## src/include/ooo_config.svh

```systemverilog
// index widths in ooo_pkg are fixed for these sizes and must change together with them
`ifndef OOO_CONFIG_SVH
`define OOO_CONFIG_SVH

////////////////////////////////////////////////////
// register files

`define OOO_ARF_SIZE   32 // architectural registers
`define OOO_PRF_SIZE   64 // physical registers, upper half starts free
`define OOO_ZERO_REG   31 // always reads zero, writes are dropped

////////////////////////////////////////////////////
// window and pipeline

`define OOO_ROB_SIZE   16 // power of two, pointers wrap
`define OOO_RS_SIZE    8  // reservation station slots
`define OOO_MUL_STAGES 3  // two or more, first two do the arithmetic

`endif

```

## src/verilog/ooo_pkg.sv

```systemverilog
// single thread core types; opcode values are local to this core and not a real ISA
`default_nettype none

package ooo_pkg;

	typedef logic [4:0]  arn_t;     // architectural register number
	typedef logic [5:0]  prn_t;     // physical register number
	typedef logic [3:0]  rob_idx_t; // reorder buffer slot
	typedef logic [63:0] value_t;   // data word

	typedef enum logic [1:0] {
		ALU_ADD = 2'd0, // also used for addi
		ALU_SUB = 2'd1,
		ALU_MUL = 2'd2  // low 64 bits only
	} fu_func_t;

	typedef struct packed {
		logic [5:0]  opcode;
		arn_t        dest;
		arn_t        srca;
		arn_t        srcb;
		logic [10:0] unused; // ignored
	} reg_fmt_t;

	// opcode, dest and srca sit where reg_fmt_t has them
	typedef struct packed {
		logic [5:0]  opcode;
		arn_t        dest;
		arn_t        srca;
		logic [15:0] imm;    // signed
	} imm_fmt_t;

	typedef union packed {
		reg_fmt_t r;
		imm_fmt_t i;
	} inst_word_u;

	localparam logic [5:0] OP_ADD  = 6'h10;
	localparam logic [5:0] OP_SUB  = 6'h11;
	localparam logic [5:0] OP_MUL  = 6'h13;
	localparam logic [5:0] OP_ADDI = 6'h08;

endpackage

`default_nettype wire

```

## src/verilog/ooo_if.sv

```systemverilog
// plain wires with no handshake; every valid here is a single cycle strobe
`timescale 1ns/1ps
`default_nettype none
`include "ooo_config.svh"

// common data bus, one result per cycle
interface cdb_if;
	logic              valid;
	ooo_pkg::prn_t     tag;     // destination physical register
	ooo_pkg::value_t   value;
	ooo_pkg::rob_idx_t rob_idx; // slot to mark done
	modport source   (output valid, tag, value, rob_idx);
	modport listener (input valid, tag, value, rob_idx);
endinterface


interface rob_alloc_if;
	logic              valid;
	ooo_pkg::arn_t     arn;
	logic              has_dest; // low for the zero register
	ooo_pkg::prn_t     new_prn;
	ooo_pkg::prn_t     old_prn;  // freed when this entry commits
	ooo_pkg::rob_idx_t tail_idx;
	logic              full;
	modport source (output valid, arn, has_dest, new_prn, old_prn, input tail_idx, full);
	modport sink   (input valid, arn, has_dest, new_prn, old_prn, output tail_idx, full);
endinterface

`default_nettype wire

```

## src/verilog/reorder_buffer.sv

```systemverilog
// commits one done head per cycle in program order; there is no flush
`timescale 1ns/1ps
`default_nettype none
`include "ooo_config.svh"

module reorder_buffer (
	input  logic            clock,
	input  logic            rst_n,
	rob_alloc_if.sink       alloc,
	cdb_if.listener         cdb,
	output logic            free_valid,   // old_prn back to the free list
	output ooo_pkg::prn_t   free_prn,
	output logic            commit_valid,
	output ooo_pkg::arn_t   commit_arn,
	output logic            commit_wr_en, // low for the zero register
	output ooo_pkg::value_t commit_value
);
	localparam int N  = `OOO_ROB_SIZE;
	localparam int IW = $clog2(N);

	ooo_pkg::arn_t     arn     [N];
	logic [N-1:0]      has_dest;
	ooo_pkg::prn_t     old_prn [N];
	ooo_pkg::value_t   value   [N];
	logic [N-1:0]      done;
	ooo_pkg::rob_idx_t head;
	ooo_pkg::rob_idx_t tail;
	logic [IW:0]       count;

	//////////////////////////////////////////////////
	// head commit and allocation status

	assign commit_valid = (count != '0) && done[head]; // cycle after the result lands
	assign commit_arn   = arn[head];
	assign commit_wr_en = has_dest[head];
	assign commit_value = value[head];
	assign free_valid   = commit_valid && has_dest[head];
	assign free_prn     = old_prn[head];

	assign alloc.tail_idx = tail;
	assign alloc.full     = count == (IW+1)'(N);

	always_ff @(posedge clock) begin
		if (!rst_n) begin
			head  <= '0;
			tail  <= '0;
			count <= '0;
			done  <= '0;
		end else begin
			if (cdb.valid)
				done[cdb.rob_idx] <= 1'b1;
			if (alloc.valid) begin
				done[tail] <= 1'b0; // cleared again for reuse
				tail       <= tail + IW'(1);
			end
			if (commit_valid)
				head <= head + IW'(1);
			count <= count + (IW+1)'(alloc.valid) - (IW+1)'(commit_valid);
		end
	end

	//////////////////////////////////////////////////
	// entry payload

	always_ff @(posedge clock) begin
		if (cdb.valid)
			value[cdb.rob_idx] <= cdb.value;
		if (alloc.valid) begin
			arn[tail]      <= alloc.arn;
			has_dest[tail] <= alloc.has_dest;
			old_prn[tail]  <= alloc.old_prn;
		end
	end

endmodule

`default_nettype wire

```

## src/flat_wrapper.sv

```systemverilog
// flat-port wrapper written by rule: the top's interface ports become plain ports
module reorder_buffer_flat 
  (clock, rst_n, free_valid, free_prn, commit_valid, commit_arn, commit_wr_en, commit_value, alloc_valid, alloc_arn, alloc_has_dest, alloc_new_prn, alloc_old_prn, alloc_tail_idx, alloc_full, cdb_valid, cdb_tag, cdb_value, cdb_rob_idx);
  rob_alloc_if alloc_i ();
  cdb_if cdb_i ();
  input  logic clock;
  input  logic rst_n;
  output logic free_valid;
  output ooo_pkg::prn_t free_prn;
  output logic commit_valid;
  output ooo_pkg::arn_t commit_arn;
  output logic commit_wr_en;
  output ooo_pkg::value_t commit_value;
  input wire logic [$bits(alloc_i.valid)-1:0] alloc_valid;
  input wire logic [$bits(alloc_i.arn)-1:0] alloc_arn;
  input wire logic [$bits(alloc_i.has_dest)-1:0] alloc_has_dest;
  input wire logic [$bits(alloc_i.new_prn)-1:0] alloc_new_prn;
  input wire logic [$bits(alloc_i.old_prn)-1:0] alloc_old_prn;
  output wire logic [$bits(alloc_i.tail_idx)-1:0] alloc_tail_idx;
  output wire logic [$bits(alloc_i.full)-1:0] alloc_full;
  input wire logic [$bits(cdb_i.valid)-1:0] cdb_valid;
  input wire logic [$bits(cdb_i.tag)-1:0] cdb_tag;
  input wire logic [$bits(cdb_i.value)-1:0] cdb_value;
  input wire logic [$bits(cdb_i.rob_idx)-1:0] cdb_rob_idx;
  assign alloc_i.valid = alloc_valid;
  assign alloc_i.arn = alloc_arn;
  assign alloc_i.has_dest = alloc_has_dest;
  assign alloc_i.new_prn = alloc_new_prn;
  assign alloc_i.old_prn = alloc_old_prn;
  assign alloc_tail_idx = alloc_i.tail_idx;
  assign alloc_full = alloc_i.full;
  assign cdb_i.valid = cdb_valid;
  assign cdb_i.tag = cdb_tag;
  assign cdb_i.value = cdb_value;
  assign cdb_i.rob_idx = cdb_rob_idx;
  reorder_buffer u_core (.clock(clock), .rst_n(rst_n), .alloc(alloc_i), .cdb(cdb_i), .free_valid(free_valid), .free_prn(free_prn), .commit_valid(commit_valid), .commit_arn(commit_arn), .commit_wr_en(commit_wr_en), .commit_value(commit_value));
endmodule
```

## config.mk

```make
export PLATFORM = sky130hd
export DESIGN_NAME = reorder_buffer_flat
export DESIGN_NICKNAME = d
export VERILOG_FILES = /design/src/verilog/ooo_pkg.sv /design/src/verilog/ooo_if.sv /design/src/verilog/reorder_buffer.sv /design/src/flat_wrapper.sv
export VERILOG_INCLUDE_DIRS = /design/src /design/src/include
export SDC_FILE = /design/constraint.sdc
export NUM_CORES = 1
export LEC_CHECK = 0
export BUFFER_PORTS_ARGS = -buffer_cell sky130_fd_sc_hd__buf_2
export CAP_MARGIN = 20
export CORE_ASPECT_RATIO = 0.8
export CORE_MARGIN = 1
export CORE_UTILIZATION = 60
export DETAILED_ROUTE_END_ITERATION = 10
export PLACE_DENSITY = 0.74
export SLEW_MARGIN = 40
export SYNTH_ARGS = -nofsm -noshare
export SYNTH_HDL_FRONTEND = slang
export SYNTH_SLANG_ARGS = --single-unit
```

## constraint.sdc

```tcl
create_clock -name clock -period 7.55 [get_ports clock]
set_input_delay 1.51 -clock clock [delete_from_list [all_inputs] [get_ports clock]]
set_output_delay 1.51 -clock clock [all_outputs]
set_load 0.02 [all_outputs]
```

-- Word-level counts from Yosys, hierarchy flattened
Memory sizes are Yosys's and may differ from the RTL's. A register that Yosys moved wholly into a read port is not among the register bits.
Cells that the tools add are included.
- add/sub/neg operators: 4
- order comparisons: 5
- equal/unequal tests: 1
- muxes and demuxes: 22
- bitwise logic cells: 3
- reduce and logical (&&, ||, !) cells: 5
- operators with widths (operator ; number):
    16-bit two-way mux ; 3
    4-bit two-way mux ; 6
    16-bit AND ; 1
    16-bit bitwise mux ; 1
    16-bit NOT ; 1
    16-bit bitwise OR ; 1
    4-bit by 5-bit < comparator with 1-bit output (second input constant) ; 3
    4-bit by 1-bit adder with 4-bit output (second input constant) ; 2
    1-bit binary-select mux with 4-bit select ; 2
    1-bit demux with 4-bit select ; 2
    4-bit by 1-bit >= comparator with 1-bit output (second input constant) ; 2
    1-bit two-way mux ; 8
    5-bit by 1-bit adder with 5-bit output ; 1
    5-bit equality test (second input constant) ; 1
    5-bit nonzero test ; 1
    5-bit by 1-bit subtractor with 5-bit output ; 1
    1-bit logical AND ; 4
- bits in registers: 45
- bits in writable memories: 1200
- input port bits: 96
- output and inout port bits: 83
- memories kept: 3
- memory list (name ; depth ; bits a word ; read ports ; clocked after Yosys merged registers in ; write ports ; RTL line ; source):
    u_core.value ; 16 ; 64 ; 1 ; 1 ; 1 ; reorder_buffer.sv:24 ; ooo_pkg::value_t value [N];
    u_core.old_prn ; 16 ; 6 ; 1 ; 1 ; 1 ; reorder_buffer.sv:23 ; ooo_pkg::prn_t old_prn [N];
    u_core.arn ; 16 ; 5 ; 1 ; 1 ; 1 ; reorder_buffer.sv:21 ; ooo_pkg::arn_t arn [N];

-- Logic depth before layout (Yosys ltp)
Gate-level depths: netlist of the first run.
- word-level depth: 9
- mapped depth: 14

-- Least setup slack after synthesis of the first run
OpenSTA, ideal clock, no wires.
- path kind: input to register
- start point: input cdb_rob_idx[2]
- end point: memory u_core.value[0][0] (netlist bit), enable pin
- setup time: 0.568 ns
- data arrival time: 6.424 ns
- data required time: 6.982 ns
- setup slack: 0.558 ns
- cell stages on the path: 2
- path through: or3b_2 nor3_1
- RTL lines (element ; RTL line ; source):
    start: declaration ; flat_wrapper.sv:24 ; input wire logic [$bits(cdb_i.rob_idx)-1:0] cdb_rob_idx;
    end: declaration ; reorder_buffer.sv:24 ;
No word-level cell before the write port.

==> impl.org, run 1 <==
** Outcome
- Run status :: complete, no violations

** Die
- Starting density of the core :: 60.99%
- The region available for standard cell placement spans 77650 µm².
- The floorplan has 91 rows.
- Horizontal die dimension :: 316.1 µm
- The die covers 80070 µm².
- Height of the die :: 253.3 µm
- 179 I/O pins were placed.

** Critical path
- Cell at the slowest stage of the critical path :: sky130_fd_sc_hd__dfxtp_4
- Walking the worst path, the cells encountered are buf_12 -> buf_12 -> mux4_2 -> mux4_2 -> buf_2.
- Startpoint class of the critical path :: flop
- The worst setup path is captured at an output port.
- Cell class contributing the biggest share of worst-path delay :: multiplexers
- On the worst path, the slowest cell contributes a delay of 0.66 ns.
- Category of the critical setup timing path :: flop to output port
- Data arrival time at the worst-slack endpoint :: 3.65 ns
- Highest net fanout along the worst path :: 81
- Data on the critical path is required at its endpoint by 6.04 ns.
- Count of buffer and inverter cells on the critical path :: 3

** Routing
- Violation count after the first detailed-routing iteration :: 2648
- For this block, the routed nets add up to approximately 100000 µm of wire.
- The final route contains 21255 vias.
- After detailed routing, the number of remaining DRC violations is 0.
- In this run the remaining antenna-violating nets after routing total 0.
- Avg Vias per Cell :: 6.562
- In the final routed layout, each cell accounts on average for 30.83 µm.
- Number of iterations in the first detailed-routing pass :: 7

** GRT
- Initial antenna violation count :: 15
- GRT Util Overall :: between 20% and 30%
- The total overflow left after global routing is 0.
- Global-route wire length before repair :: 145000 µm
- Entering global routing, the biggest net connects 146 pins.
- The via count of the first global-routing pass was 22006.

** Synthesis
- Main combinational cell family by area after synthesis :: multiplexers
- Number of distinct library cells after synthesis :: 45
- Average footprint of a synthesized cell :: 25.25 µm²
- Async set-or-reset flop fraction in the synthesized netlist :: 0%
- In the synthesized netlist, mux cells make up 18.47% of the area.
- Of the total synthesized cell area, the portion taken by AND, OR, NAND and NOR gates is 1.199%.
- Counting flops with a built-in enable in the synthesized netlist gives 1216.
- The synthesized netlist devotes 0.3064% of its cell area to adder and majority cells.
- Counting every net in the synthesized netlist gives between 1500 and 2000.
- Synthesis inferred 1249 register bits.
- The mapped netlist covers 47360 µm².
- During synthesis, Yosys emitted a total of 0 warnings.
- The most used flip-flop cell after synthesis is sky130_fd_sc_hd__edfxtp_1.
- Synthesized netlist cell count :: 1876
- Parity-gate share of the synthesized area counting xor and xnor cells :: less than 1%
- Register area share after synthesis :: 78.49%
- Summing the areas of all compound-gate instances in the mapped netlist gives 0.2113% of the synthesized area.

** STA
- Max Fclk :: 193.9 MHz
- Setup repair after global routing missed its margin :: no
- Setup violations remaining at the end of the flow were counted as 0.
- The total count of max-transition violations in the final report was 0.
- Setup slack on the critical path of the routed design comes to 2.393 ns.
- Counting I/O delays and the setup requirement, the final critical path takes approximately 5.2 ns.
- Setup total negative slack :: 0 ns
- The worst pin sits at a relative slew slack of 44.71%.
- At the pin with the least slew margin, the transition time is ~0.83 ns.
- Of the available clock period, the critical path in the final layout requires 68.31%.
- Worst clock skew :: 0.02209 ns
- The final hold violation count was 0.

** Pwr
- Share of total power in the clock network :: 40.6%
- Net switching power of the design :: 2.771 mW
- Leakage :: 16.34 nW
- Across the VDD grid, the largest voltage drop is 237.5 µV.
- Sw Share :: 20.03%
- Cell area power density :: 259.5 nW/µm²
- Part of the total power dissipated in sequential elements :: between 50 and 60%
- Combinational logic is responsible for 3.2% of the overall power.
- Cell internal power dissipation :: 11.07 mW

** Finish
- Cell area after layout :: between 50000 and 60000 µm²
- The layout has 4545 filler cells.
- Most common library cell in the layout ignoring fill and taps :: sky130_fd_sc_hd__edfxtp_1
- From synthesis to final layout, the design area changed by 12.58%.
- The library cells used most frequently in the layout, excluding fill and tap cells, are sky130_fd_sc_hd__edfxtp_1, sky130_fd_sc_hd__mux4_2, sky130_fd_sc_hd__buf_2, sky130_fd_sc_hd__clkbuf_16, sky130_fd_sc_hd__buf_4.
- Fin cells :: 3239
- Share of layout cells above drive strength 1 :: 36.38%
- After the last flow step, the layout net total stands at between 2000 and 2500.

** Placed design
- The HPWL after detailed placement is 50050 µm.
- Placer congestion estimate :: 0.7455
- Instance area at placement :: a little under 50000 µm²
- The number of placed instances, taps included, is 3023.
- OpenSTA, run right after detailed placement, puts the worst setup slack at ~3.1 ns.
- Port bufs :: 166

** CTS
- CTS tree :: yes
- Clock-pin slew was measured on the worst setup and hold paths at 0.06 ns.
- Post CTS Setup Buffer Count :: 0
- The number of clock buffers added by TritonCTS is 112.
- CTS root buf :: sky130_fd_sc_hd__clkbuf_16
- For the worst-skew pair, the clock arrives at the later sink with an insertion delay of 0.69 ns.
- The clock drives 1249 sinks.
- Maximum clock path buffer count :: 3
- For this design, the CTS-stage hold fixing added 0 buffers.
- In this run the number of H-tree levels came out at 3.
- After clock tree synthesis, the repair step resized 0 gates.

** Worst hold path
- Type of the tightest min-delay check :: flop to flop

** Flow run
- MaxCap Viol Count :: 0
synthesized netlist by cell type, drive strengths merged (3+ instances only):
| cell | n | share of area (%) |
|---|---|---|
| mux2 | 4 | 0.10 |
| nor2b | 3 | 0.040 |
| dfxtp | 33 | 1.4 |
| ha | 10 | 0.26 |
| and2 | 16 | 0.21 |
| edfxtp | 1216 | 77 |
| nand2 | 11 | 0.087 |
| and3 | 5 | 0.066 |
| clkbuf | 38 | 0.30 |
| nor3b | 12 | 0.19 |
| buf | 52 | 0.81 |
| o221a | 4 | 0.095 |
| mux4 | 382 | 18 |
| nand2b | 7 | 0.092 |
| inv | 10 | 0.079 |
| mux2i | 9 | 0.19 |
| xnor2 | 5 | 0.092 |
| nor2 | 33 | 0.26 |
| nor3 | 4 | 0.042 |
power by group through the flow:
stage               Combinational [mW]  Sequential (mW)  Clock [mW]
finish                           0.440             7.79        5.61
global route                     0.474             7.79        5.92
CTS                              0.442             7.79        5.68
detailed placement               0.438             7.93           0
global placement                 0.412             7.92           0
floorplan                        0.237             7.92           0
cells by family (layout without fill, tap and decap cells):
kind of cell	Yosys count	count (layout)
flip-flops	1249	1249
buffers and inverters	100	434
adder cells (fa/ha/maj)	11	11
AND/OR/NAND/NOR	103	103
XOR/XNOR	7	7
multiplexers	395	395
other	0	6
AO/OA/AOI/OAI	11	11
layer usage:
| layer | global-route usage [%] | up-vias | wire length (µm) | share of wire, % |
|---|---|---|---|---|
| met2 | 40.89 | 1008 | 49950 | 50 |
| met4 | 6.694 | 20 | 2004 | 2.0 |
| li1 | - | 8636 | - | - |
| met1 | 36.22 | 11425 | 39230 | 39 |
| met5 | 0 | - | 96 | 0.096 |
| met3 | 5.381 | 166 | 8561 | 8.6 |
final cells by class:
type	instances	area [µm²]	share of cell area, %
clock buffer	147	3057	5.733
multi-input combinational	527	9769	18.32
tap	1023	1280	2.401
sequential	1249	37190	69.75
clock inverter	61	569.3	1.068
inverter	10	37.54	0.07040
timing repair buffer	216	1401	2.628
antenna	6	15.01	0.02816
sequential cells by signal, summed over array words and instances, names as in the netlist, named ones only:
| register | cells |
|---|---|
| u_core.count | 5 |
| u_core.done | 16 |
| u_core.has_dest | 16 |
| u_core.old_prn | 96 |
| u_core.head | 4 |
| u_core.alloc.tail_idx | 4 |
| u_core.arn | 80 |
| u_core.value | 1024 |
worst min-delay path, delay by kind of cell (launching register included):
kind | cells | cell delay [ns]
flops | 1 | 0.31
simple gates | 2 | 0.15
final timing paths:
kind | from | to | slack, ns | depth (start not counted)
min reg2reg | u_core.done[2] | u_core.done[2] | 0.50 | 2
max | flop | commit_value[4] | 2.39 | 5
min | u_core.done[2] | u_core.done[2] | 0.50 | 2
max reg2reg | u_core.head[0] | u_core.count[4] | 4.22 | 13
metrics by stage:
stage | power [mW] | hold WS, ns | util [%]
2_1_floorplan | 8.162 | 0.4699 | -
3_3_place_gp | 8.331 | 0.4857 | 63.68
3_5_place_dp | 8.370 | 0.4919 | 63.91
4_1_cts | 13.91 | 0.5007 | 68.58
5_1_grt | 14.19 | 0.5213 | 68.66
6_report | 13.84 | 0.5039 | 68.67
Power figures use the tool's default switching activity.
==> run 2, diff against run 1 <==
==> constraint.sdc (replaced) <==
create_clock -name clock -period 4.95 [get_ports clock]
set_input_delay 0.99 -clock clock [delete_from_list [all_inputs] [get_ports clock]]
set_output_delay 0.99 -clock clock [all_outputs]
set_load 0.02 [all_outputs]
==> impl.org, run 2 (same netlist as run 1, synthesis figures left out) <==
** Outcome
- Run status :: complete, no violations

** GRT
- Via count of the first global-routing pass :: 21967 (-0.18%)
- Maximum number of pins on one net before global-route repair :: 90 (-38%)
- Initial antenna violation count :: 12 (-3)
- The total global-route track usage is 25.70% (+0.22 points).
- Global-route wire length before repair :: 145300 µm (+0.22%)
- The overflow left after global routing came to 0 (unchanged).

** Placed design
- The detailed-placement wirelength estimate was 51860 µm (+3.6%).
- Placer congestion estimate :: 0.7683 (+3.1%)
- The number of buffer cells added on primary ports came to 166 (unchanged).

** Routing
- The length of the first detailed-routing pass in iterations was 5 (-2).
- The total wire length after detailed routing is 100700 µm (+0.84%).
- The via count of the routed design is 21372 (+0.55%).
- Avg Vias per Cell :: 6.566 (about the same)
- Detailed-route DRC error count :: 0 (unchanged)
- Violation count after the first detailed-routing iteration :: 2347 (-11%)
- Count of antenna-violating nets left after detailed routing :: 0 (unchanged)
- The wire length per cell is 30.93 µm (+0.35%).

** Die
- The total core area came to 77650 µm² (unchanged).
- Starting density of the core :: 60.99% (unchanged)
- I/O pin cnt :: 179 (unchanged)
- The horizontal die dimension is 316.1 µm (unchanged).
- The die area was 80070 µm² (unchanged).
- The row count is 91 (unchanged).
- Height of the die :: 253.3 µm (unchanged)

** Critical path
- Data arrival time at the worst-slack endpoint :: 3.23 ns (-0.42 ns)
- Crit path required time :: 3.96 ns (-2.08 ns)
- Category of the critical setup timing path :: flop to output port
- Cell count of the worst reg-to-reg path :: 13 (unchanged)
- Startpoint class of the critical path :: flop
- Worst R2R End :: u_core.count[4]
- Endpoint type of the worst setup path :: output port
- The largest fanout on the critical path is 29 (-64%).
- Worst reg2reg path startpoint :: u_core.head[0]
- The reg-to-reg setup timing slack was 1.50 ns (-2.72 ns).

** Finish
- Biggest regs :: u_core.value (1024), u_core.old_prn (96), u_core.arn (80)
- u_core.value holds more flip-flops than any other register.
- Final-stage net count :: 2237 (+0.63%)
- Share of layout cells above drive strength 1 :: 36.37% (about the same)
- Leaving out fill and tap cells, the most frequent cell in the layout is sky130_fd_sc_hd__edfxtp_1.
- Commonest cells after routing, fill and taps aside :: sky130_fd_sc_hd__edfxtp_1, sky130_fd_sc_hd__mux4_2, sky130_fd_sc_hd__buf_2, sky130_fd_sc_hd__clkbuf_16, sky130_fd_sc_hd__buf_4
- Growth of design area from synthesis to finish :: 13.17%
- Number of flip-flops under the largest register name :: 1024 (unchanged)
- The count of fill cells added during filler insertion is 4606 (+1.3%).
- The utilization after layout was 69.02% (+0.36 points).

** STA
- Based on the critical path, the design can be clocked at up to 236.9 MHz.
- Number of failing setup endpoints in the final timing report :: 0 (unchanged)
- Setup repair after global routing missed its margin :: no
- The final hold slack is 0.5003 ns (-0.003554 ns).
- The clock period could shrink to 4.221 ns.
- The worst slew slack as a fraction of its limit came to 43.69% (-1.0 points).
- Final number of hold-violating endpoints :: 0 (unchanged)
- Setup total negative slack :: 0 ns (unchanged)
- Transition at the pin with the smallest max-transition slack :: 0.8426 ns (+0.01331 ns)
- Period utilization :: 85.27%
- Worst clock skew :: 0.02122 ns (-0.0008765 ns)
- The total count of max-transition violations in the final report is 0 (unchanged).

** Worst hold path
- The path class of the tightest hold or removal check is flop to flop.
- Hold path startpoint :: u_core.done[4]
- For hold timing, the worst endpoint is u_core.done[4].
- Hold Path Depth :: 2 (unchanged)

** Pwr
- The static leakage came to 16.45 nW (+0.67%).
- Largest voltage drop on the vdd net :: 284.7 µV (+20%)
- Cell area power density :: 390.6 nW/µm² (+50%)

** CTS
- The root buffer cell chosen for the clock tree is sky130_fd_sc_hd__clkbuf_16.
- CTS sink cnt :: 1249 (unchanged)
- The hold-fix buffer count after cts was 0 (unchanged).
- PostCTS Resize Cnt :: 0 (unchanged)
- The H-tree depth is 3 (unchanged).
- Num CTS Buffers :: 112 (unchanged)
- The maximum clock insertion buffer count is 3 (unchanged).
- Clock Latency Late Sink :: 0.70 ns (about the same)
- The number of buffers inserted to repair setup after CTS was 0 (unchanged).
- The post-CTS clock slew at the launch and capture registers of the worst setup and hold paths was 0.07 ns (about the same).
- TritonCTS built the clock tree.

** Flow run
- MaxCap Viol Count :: 0 (unchanged)
## run 2: through the flow
| stage | area (µm²) | worst slack, ns | cells | total power, mW |
|---|---|---|---|---|
| 2_1_floorplan | 47380 | 0.04780 | 1876 | 12.45 |
| 3_3_place_gp | 49810 | 1.416 | 3030 | 12.72 |
| 3_5_place_dp | 50020 | 1.414 | 3039 | 12.77 |
| 4_1_cts | 53590 | 0.6456 | 3250 | 21.05 |
| 5_1_grt | 53590 | 0.5392 | 3253 | 21.46 |
| 6_report | 53600 | 0.7293 | 3255 | 20.93 |
## run 2: final cells by class
cell class / count / area (µm²) / area share, %
tap: 1023 / 1280 / 2.388
timing repair buffer: 230 / 1710 / 3.191
clock buffer: 149 / 3107 / 5.796
inverter: 10 / 37.54 / 0.07003
multi-input combinational: 527 / 9799 / 18.28
clock inverter: 62 / 461.7 / 0.8614
sequential: 1249 / 37190 / 69.39
antenna: 5 / 12.51 / 0.02334
## run 2: worst max-delay path by stage
stage          slack, ns  depth (start not counted)      startpoint          endpoint
3_3_place_gp        1.42                          4            flop     commit_arn[0]
6_report            0.73                          4            flop       free_prn[2]
5_1_grt             0.54                          4            flop       free_prn[2]
2_1_floorplan       0.05                          3  cdb_rob_idx[2]    u_core.done[3]
4_1_cts             0.65                          5            flop  commit_value[52]
3_5_place_dp        1.41                          4            flop     commit_arn[0]
## run 2: worst max-delay path: stages, from the launching register on
cell	delay (ns)
sky130_fd_sc_hd__dfxtp_4	0.65
sky130_fd_sc_hd__buf_4	0.59
sky130_fd_sc_hd__mux4_2	0.61
sky130_fd_sc_hd__mux4_2	0.48
sky130_fd_sc_hd__buf_2	0.17
## run 2: routing by layer
metal | share of wire [%] | vias to the layer above | wire (µm) | GRT usage, %
met1 | 38 | 11573 | 38670 | 35.34
li1 | - | 8660 | - | -
met4 | 2.5 | 12 | 2542 | 7.288
met3 | 7.7 | 169 | 7747 | 5.192
met2 | 51 | 958 | 51660 | 42.43
met5 | 0.072 | - | 73 | 0
## run 2: report_power, final
group	switching, mW	total [mW]	internal, mW
Combinational	0.419	0.677	0.257
Clock	3.71	8.38	4.67
Sequential	0.0664	11.9	11.8
